==> src/include/ebus_macros.svh <==
`ifndef EBUS_MACROS_SVH
`define EBUS_MACROS_SVH

`define EBUS_DATA_W 36          // EBUS data path width
`define EBUS_CS_W 3             // Device select code width

// EBUS device select codes
// Code 0 and codes 4..7 have no device behind them
`define DEV_APR 3'd1            // APR condition unit
`define DEV_TIMER 3'd2          // Interval timer
`define DEV_EDP 3'd3            // EDP accumulator

`define TIMER_W 16              // Timer period and count width
`define APR_FLAGS_W 8           // Number of APR condition flags

`endif

==> src/source/ebusPkg.sv <==
`include "ebus_macros.svh"

package ebusPkg;

  // EBUS function codes
  typedef enum logic [1:0] {
    DATAO = 2'b00,              // Data out to device
    DATAI = 2'b01,              // Data in from device
    CONO = 2'b10,               // Conditions out
    CONI = 2'b11                // Conditions in
  } tEbusFunc;

  // Diagnostic controller sequence
  typedef enum logic [1:0] {
    IDLE = 2'b00,               // Waiting for request
    STROBE = 2'b01,             // Command strobe on EBUS
    SAMPLE = 2'b10,             // Device drives read data
    RESP = 2'b11                // Holding response
  } tDiagState;

  // Broadcast to every device
  typedef struct packed {
    logic strobe;               // One cycle per EBUS cycle
    logic [`EBUS_CS_W-1:0] cs;  // Device select
    tEbusFunc func;
    logic [`EBUS_DATA_W-1:0] data;
  } tEbusCmd;

  // Per-device driver into the EBUS mux
  typedef struct packed {
    logic driving;              // Device owns EBUS this cycle
    logic [`EBUS_DATA_W-1:0] data;
  } tEBUSdriver;

  typedef struct packed {
    logic [`EBUS_CS_W-1:0] cs;
    tEbusFunc func;
    logic [`EBUS_DATA_W-1:0] data;
  } tDiagReq;

  typedef struct packed {
    logic [`EBUS_DATA_W-1:0] data; // Sampled EBUS, zero on writes
  } tDiagResp;

endpackage

==> src/source/diagCtl.sv <==
`timescale 1ns/1ps
`include "ebus_macros.svh"

module diagCtl(
  input logic masterClk,
  input logic reset,
  input logic reqValid,
  input ebusPkg::tDiagReq req,
  output logic reqReady,
  input logic [`EBUS_DATA_W-1:0] ebusData,
  output ebusPkg::tEbusCmd cmd,
  output logic respValid,
  input logic respReady,
  output ebusPkg::tDiagResp resp
);

  ebusPkg::tDiagState state;
  logic reqTake;                // Request accepted this edge
  logic respTake;               // Response handed off this edge

  assign reqReady = (state == ebusPkg::IDLE); // One request in flight
  assign reqTake = reqValid && reqReady;
  assign respTake = respValid && respReady;

  always_ff @(posedge masterClk) begin
    if (reset) begin
      state <= ebusPkg::IDLE;
      cmd <= '0;                // Strobe low, no device selected
      respValid <= 1'b0;
      resp <= '0;
    end else begin
      case (state)
        ebusPkg::IDLE: begin
          if (reqTake) begin
            cmd.strobe <= 1'b1;   // Strobe during STROBE only
            cmd.cs <= req.cs;
            cmd.func <= req.func;
            cmd.data <= req.data;
            state <= ebusPkg::STROBE;
          end
        end

        ebusPkg::STROBE: begin
          cmd.strobe <= 1'b0;     // Exactly one strobe cycle
          state <= ebusPkg::SAMPLE;
        end

        ebusPkg::SAMPLE: begin
          // Selected device drives EBUS now if this was a read
          resp.data <= ebusData;  // Zero when nobody drives
          respValid <= 1'b1;
          state <= ebusPkg::RESP;
        end

        ebusPkg::RESP: begin
          if (respTake) begin
            respValid <= 1'b0;    // Response gone, ready again
            state <= ebusPkg::IDLE;
          end
        end

        default: begin
          state <= ebusPkg::IDLE; // Unreachable, all codes used
        end
      endcase
    end
  end

  // Command strobe only in the STROBE state
  strobeInStrobeState: assert property (
    @(posedge masterClk) disable iff (reset)
    cmd.strobe |-> (state == ebusPkg::STROBE)
  );

  // Back-pressure holds the response steady
  respHeldStable: assert property (
    @(posedge masterClk) disable iff (reset)
    (respValid && !respReady) |=> (respValid && $stable(resp))
  );

endmodule

==> src/source/aprUnit.sv <==
`timescale 1ns/1ps
`include "ebus_macros.svh"

module aprUnit(
  input logic masterClk,
  input logic reset,
  input ebusPkg::tEbusCmd cmd,
  input logic timerDone,
  output ebusPkg::tEBUSdriver drv
);

  logic [`APR_FLAGS_W-1:0] flags;     // Condition flags
  logic [`APR_FLAGS_W-1:0] enables;   // Interrupt enable mask
  logic [`APR_FLAGS_W-1:0] flagsNext;
  logic selected;                     // Strobe addressed to APR
  logic intPending;                   // Any enabled flag set

  assign selected = cmd.strobe && (cmd.cs == `DEV_APR);
  assign intPending = |(flags & enables);

  // CONO clears first, then sets
  // timerDone forces flag 0 last so it beats a clear
  always_comb begin
    flagsNext = flags;
    if (selected && cmd.func == ebusPkg::CONO) begin
      flagsNext = flags & ~cmd.data[15:8];     // Clear mask
      flagsNext = flagsNext | cmd.data[7:0];   // Set mask
    end
    if (timerDone) begin
      flagsNext[0] = 1'b1;                     // Timer expiry flag
    end
  end

  always_ff @(posedge masterClk) begin
    if (reset) begin
      flags <= '0;
      enables <= '0;
    end else begin
      flags <= flagsNext;
      if (selected && cmd.func == ebusPkg::DATAO) begin
        enables <= cmd.data[7:0];              // New enable mask
      end
    end
  end

  // Read data on EBUS for the cycle after the strobe
  always_ff @(posedge masterClk) begin
    if (reset) begin
      drv <= '0;
    end else begin
      drv <= '0;                               // Off the bus by default
      if (selected) begin
        case (cmd.func)
          ebusPkg::DATAI: begin
            drv.driving <= 1'b1;
            drv.data <= {{(`EBUS_DATA_W-`APR_FLAGS_W){1'b0}}, enables};
          end
          ebusPkg::CONI: begin
            drv.driving <= 1'b1;
            drv.data <= {{(`EBUS_DATA_W-`APR_FLAGS_W-1){1'b0}}, intPending, flags};
          end
          default: begin
            drv.driving <= 1'b0;               // Writes return nothing
          end
        endcase
      end
    end
  end

  // One-cycle bus ownership
  drivingOneCycle: assert property (
    @(posedge masterClk) disable iff (reset)
    drv.driving |=> !drv.driving
  );

endmodule

==> src/source/timerUnit.sv <==
`timescale 1ns/1ps
`include "ebus_macros.svh"

module timerUnit(
  input logic masterClk,
  input logic reset,
  input ebusPkg::tEbusCmd cmd,
  output logic timerDone,
  output ebusPkg::tEBUSdriver drv
);

  logic [`TIMER_W-1:0] period;        // Reload value
  logic [`TIMER_W-1:0] count;         // Down counter
  logic run;                          // Counting enabled
  logic done;                         // Sticky expiry flag
  logic selected;
  logic ticking;                      // Counter advances this cycle
  logic expire;                       // Count reaches the end

  assign selected = cmd.strobe && (cmd.cs == `DEV_TIMER);
  assign ticking = run && (period != '0);   // Zero period never expires
  assign expire = ticking && (count <= `TIMER_W'(1));

  always_ff @(posedge masterClk) begin
    if (reset) begin
      period <= '0;
      count <= '0;
      run <= 1'b0;                    // Stopped out of reset
      done <= 1'b0;
      timerDone <= 1'b0;
    end else begin
      timerDone <= expire;            // Single-cycle pulse to APR

      if (expire) begin
        count <= period;              // Reload on expiry
      end else if (ticking) begin
        count <= count - 1'b1;
      end

      if (selected && cmd.func == ebusPkg::CONO) begin
        run <= cmd.data[0];
        if (cmd.data[1]) begin
          done <= 1'b0;               // Acknowledge
        end
      end

      if (expire) begin
        done <= 1'b1;                 // Expiry beats acknowledge
      end

      // Software load overrides the running count
      if (selected && cmd.func == ebusPkg::DATAO) begin
        period <= cmd.data[`TIMER_W-1:0];
        count <= cmd.data[`TIMER_W-1:0];
      end
    end
  end

  always_ff @(posedge masterClk) begin
    if (reset) begin
      drv <= '0;
    end else begin
      drv <= '0;
      if (selected) begin
        case (cmd.func)
          ebusPkg::DATAI: begin
            drv.driving <= 1'b1;
            drv.data <= {{(`EBUS_DATA_W-`TIMER_W){1'b0}}, count};   // Live count
          end
          ebusPkg::CONI: begin
            drv.driving <= 1'b1;
            drv.data <= {{(`EBUS_DATA_W-2){1'b0}}, done, run};
          end
          default: begin
            drv.driving <= 1'b0;
          end
        endcase
      end
    end
  end

  // Pulse only comes from a running counter
  doneOnlyWhileRunning: assert property (
    @(posedge masterClk) disable iff (reset)
    timerDone |-> $past(run)
  );

endmodule

==> src/source/edpUnit.sv <==
`timescale 1ns/1ps
`include "ebus_macros.svh"

module edpUnit(
  input logic masterClk,
  input logic reset,
  input ebusPkg::tEbusCmd cmd,
  output ebusPkg::tEBUSdriver drv
);

  logic [`EBUS_DATA_W-1:0] acc;       // Accumulator
  logic selected;
  logic accParity;                    // XOR of all accumulator bits

  assign selected = cmd.strobe && (cmd.cs == `DEV_EDP);
  assign accParity = ^acc;

  always_ff @(posedge masterClk) begin
    if (reset) begin
      acc <= '0;
    end else if (selected) begin
      case (cmd.func)
        ebusPkg::DATAO: begin
          acc <= acc + cmd.data;      // Wraps mod 2**36
        end
        ebusPkg::CONO: begin
          acc <= '0;                  // Clear
        end
        default: begin
          acc <= acc;                 // Reads leave it alone
        end
      endcase
    end
  end

  always_ff @(posedge masterClk) begin
    if (reset) begin
      drv <= '0;
    end else begin
      drv <= '0;
      if (selected) begin
        case (cmd.func)
          ebusPkg::DATAI: begin
            drv.driving <= 1'b1;
            drv.data <= acc;
          end
          ebusPkg::CONI: begin
            drv.driving <= 1'b1;
            drv.data <= {{(`EBUS_DATA_W-1){1'b0}}, accParity};   // Parity in bit 0
          end
          default: begin
            drv.driving <= 1'b0;
          end
        endcase
      end
    end
  end

  // Bus released after one cycle
  drivingOneCycle: assert property (
    @(posedge masterClk) disable iff (reset)
    drv.driving |=> !drv.driving
  );

endmodule

==> src/source/top.sv <==
`timescale 1ns/1ps
`include "ebus_macros.svh"

module top(
  input logic masterClk,
  input logic reset,
  input logic reqValid,
  input ebusPkg::tDiagReq req,
  output logic reqReady,
  output logic respValid,
  input logic respReady,
  output ebusPkg::tDiagResp resp
);

  ebusPkg::tEbusCmd cmd;              // Broadcast command
  ebusPkg::tEBUSdriver aprDrv;
  ebusPkg::tEBUSdriver timerDrv;
  ebusPkg::tEBUSdriver edpDrv;
  logic [`EBUS_DATA_W-1:0] ebusData;  // Muxed EBUS
  logic timerDone;                    // Timer expiry into APR flag 0

  diagCtl diag0(
    .masterClk(masterClk),
    .reset(reset),
    .reqValid(reqValid),
    .req(req),
    .reqReady(reqReady),
    .ebusData(ebusData),
    .cmd(cmd),
    .respValid(respValid),
    .respReady(respReady),
    .resp(resp)
  );

  aprUnit apr0(
    .masterClk(masterClk),
    .reset(reset),
    .cmd(cmd),
    .timerDone(timerDone),
    .drv(aprDrv)
  );

  timerUnit timer0(
    .masterClk(masterClk),
    .reset(reset),
    .cmd(cmd),
    .timerDone(timerDone),
    .drv(timerDrv)
  );

  edpUnit edp0(
    .masterClk(masterClk),
    .reset(reset),
    .cmd(cmd),
    .drv(edpDrv)
  );

  // EBUS lives here so other bus masters could share it later
  always_comb begin
    if (aprDrv.driving) ebusData = aprDrv.data;           // Highest priority
    else if (timerDrv.driving) ebusData = timerDrv.data;
    else if (edpDrv.driving) ebusData = edpDrv.data;
    else ebusData = '0;                                   // Idle bus reads zero
  end

  // Single selected device means a single driver
  oneDriver: assert property (
    @(posedge masterClk) disable iff (reset)
    $onehot0({aprDrv.driving, timerDrv.driving, edpDrv.driving})
  );

endmodule

==> config.mk <==
export PLATFORM = sky130hd
export DESIGN_NAME = top
export DESIGN_NICKNAME = d
export VERILOG_FILES = /design/src/source/ebusPkg.sv /design/src/source/diagCtl.sv /design/src/source/aprUnit.sv /design/src/source/timerUnit.sv /design/src/source/edpUnit.sv /design/src/source/top.sv
export VERILOG_INCLUDE_DIRS = /design/src /design/src/include
export SDC_FILE = /design/constraint.sdc
export NUM_CORES = 1
export LEC_CHECK = 0
export BUFFER_PORTS_ARGS = -buffer_cell sky130_fd_sc_hd__buf_2
export CAP_MARGIN = 10
export CORE_ASPECT_RATIO = 1.5
export CORE_MARGIN = 10
export CORE_UTILIZATION = 55
export CTS_CLUSTER_SIZE = 10
export DETAILED_ROUTE_END_ITERATION = 16
export GPL_TIMING_DRIVEN = 1
export PLACE_DENSITY = 0.74
export SLEW_MARGIN = 5
export SYNTH_ARGS = -nofsm -noshare
export SYNTH_HDL_FRONTEND = slang
export SYNTH_SLANG_ARGS = --single-unit
==> constraint.sdc <==
create_clock -name masterClk -period 2.7 [get_ports masterClk]
set_input_delay 0.405 -clock masterClk [delete_from_list [all_inputs] [get_ports masterClk]]
set_output_delay 0.405 -clock masterClk [all_outputs]
set_load 0.005 [all_outputs]
==> metrics.yaml <==
outcome: "completed"
hold_violations: 0
antenna_left: 0
cts-root-buf: "clkbuf_16"
core_area_um2: 19200
drive_gt1_share_pct: 17.0
netlist_area_um2: 10700
yosys.area.top_type: "dfxtp_1"
top_layer_used: "met4"
multi_input_area_um2: 5760
cp-start-kind: "register"
num_vias: 9450
die_w_um: 134
slew_viol_final: 0
cp_common_cell: "o21ai_1"
ys_ff_latch: 232
clkTransAtPathRegs_ps: 60
preCtsSetupSlack_ps: 35.2
drv_cap: 0
grt_pass1_wl_um: 48900
drt-total-wl_um: 31100
ys_types: 75
cts-buffers-inserted: 27
setup_slack_ps: 71.4
grt_overflow: 0
hold_path_class: "primary input to register"
syn_avg_cell_area_um2: 8.55
synth_fp_nets: 1338
netSwitchingFraction_pct: 29.6
path_cells: "ha_1 -> fa_1 -> a21oi_2 -> o2111ai_2 -> nor3b_2 -> nor2_2 -> o21ai_2 -> a211oi_2 -> o21ai_1 -> xnor2_1 -> o21ai_1"
critical_path_required_ps: 3100
layout_worst_path_cycle_share_pct: 97.4
dieArea_um2: 25500
wl_per_cell_um: 19.2
clk_latency_ps: 520
drc: 0
drt_iter0_drc: 688
gr-usage-all-layers_pct: 23.9
met2_length_um: 16800
post-route-util_pct: 65.5
synth.most_common_cell: "dfxtp_1"
synth-edff-count: 0
setup_viol: 0
area_growth_pct: 17.3
wl_met1_um: 10700
path_delay_family: "compound AO/OA/AOI/OAI gates"
clkPwrFrac_pct: 35.4
antenna_cells: 0
synth_top_area_share_pct: 43.4
yosysSeqAreaShare_pct: 43.4
die_y_um: 191
fin_crit_ps: 2630
final_cell_area_um2: 12500
critPathKind: "register to register"
synthTopCellsByArea: "dfxtp_1 43%, nand2_1 7.0%, a21oi_1 5.4%"
endpoint_kind: "register"
worstPathArrival_ps: 3030
yosys_warnings: 0
seqPwrFrac_pct: 43.6
fmax_mhz: 380
cts_tree: "yes"
place.detailed.hpwl_um: 23300
pwr-share-comb_pct: 21.0
nets: 1456
cp_num_buf_inv: 0
cp_slowest_cell: "fa_1"
seq_area_um2: 4650
fillers: 1678
met3_length_um: 1220
path_max_fanout: 4
place_area_um2: 11700
fin_skew_ps: 12.6
synth-async-reset-ratio_pct: 0
synth_ff_type: "dfxtp_1"
rrSetupSlack_ps: 70
port_buffers: 82
synthCells: 1251
grt_start_max_net_pins: 145
cts_max_level: 1
row_count: 62
p_per_area_nw_per_um2: 686
synthTopCellsByCount: "232 x dfxtp_1, 199 x nand2_1, 116 x a21oi_1"
clockBufferDepth: 3
routed_via_density: 5.82
leakagePower_nw: 5.15
vdd_drop_max_v: 0.000583
p_switching_w: 0.00255
ios: 83
clock_sinks: 232
antenna_found_initial: 0
p_int_w: 0.00605
start_util_pct: 55.8
grt_pass1_vias: 9489
gp_congestion: 0.955
worstMarginPinSlew_ps: 798
slew-limit-headroom_pct: 46.4
first_pass_iters: 5
slowest_delay_ps: 420
[state kept, by name, indices dropped and copies added (netlist names)]
register / cells
diag0.resp: 36
timer0.done: 1
timer0.period: 16
timer0.timerDone: 1
edp0.acc: 36
apr0.enables: 8
apr0.flags: 8
timer0.count: 16
timer0.drv: 17
timer0.run: 1
diag0.cmd: 42
apr0.drv: 10
edp0.drv: 37
diag0.respValid: 1
diag0.state: 2
[cell type report]
class / count / area share [%]
Multi-Input combinational cell: 923 / 45.9
Clock buffer: 28 / 5.50
Tap cell: 256 / 2.55
Clock inverter: 1 / 0.0698
Inverter: 27 / 0.808
Timing Repair Buffer: 158 / 8.14
Sequential cell: 232 / 37.1
[through the flow]
stage,setup TNS [ps],total power [W],hold slack [ps],instances
after floorplan,0,0.00497,422,1251
after global placement,0,0.00557,430,1593
after detailed placement,0,0.00560,437,1593
after CTS,0,0.00863,113,1622
after global routing,-36.4,0.00899,129,1625
final,0,0.00860,125,1625
[power groups by stage]
stage / logic, W / registers, W / clock network (W)
2_1_floorplan: 0.00119 / 0.00378 / 0
3_3_place_gp: 0.00175 / 0.00381 / 0
3_5_place_dp: 0.00178 / 0.00382 / 0
4_1_cts: 0.00179 / 0.00375 / 0.00309
5_1_grt: 0.00198 / 0.00377 / 0.00324
6_report: 0.00181 / 0.00375 / 0.00304
[cell families after synthesis]
group,after synthesis,synth area share (%)
mux,21,1.97
fa+ha+maj,42,4.98
buf+inv,96,3.56
xor+xnor,68,5.57
flops,232,43.4
simple gates,471,20.6
compound gates,321,19.9
[timing repair]
action	CTS	global route
setup endpoints to repair	0	14
hold endpoints to repair	0	0
gates resized for setup	0	18
setup buffers	0	3
hold buffers	0	0
[tightest hold or removal path: stages]
cell and delay [ps]:
buf_2 100, nand2_1 40, a21oi_1 50
[cells in the final DEF, fill, tap and decap left out, drive strengths merged, types with 9 or more instances in the layout]
| cell type | instances |
|---|---|
| and2 | 48 |
| a22oi | 53 |
| ha | 41 |
| nor2b | 9 |
| a211oi | 16 |
| xor2 | 17 |
| inv | 26 |
| nand3 | 24 |
| nand2 | 201 |
| nor4 | 11 |
| xnor2 | 51 |
| a21o | 17 |
| a21oi | 120 |
| nor2 | 115 |
| nor3 | 24 |
| o21ai | 51 |
| dfxtp | 232 |
| buf | 158 |
| nand4 | 15 |
| clkbuf | 28 |
| mux2i | 21 |
[final timing paths]
| path | from | end | cells past startpoint |
|---|---|---|---|
| setup reg to reg | diag0.cmd[0] | edp0.acc[26] | 11 |
| hold / removal | req[27] | diag0.cmd[27] | 3 |
| setup / recovery | diag0.cmd[0] | edp0.acc[26] | 11 |
| hold reg to reg | timer0.timerDone | apr0.flags[0] | 2 |
[metal layers]
layer  up-vias  track usage (%)
met5         -                0
li1       4607                -
met3       102             2.93
met1      4473             22.7
met2       268             45.8
met4         0             17.1
(Power assumes the default switching activity.)
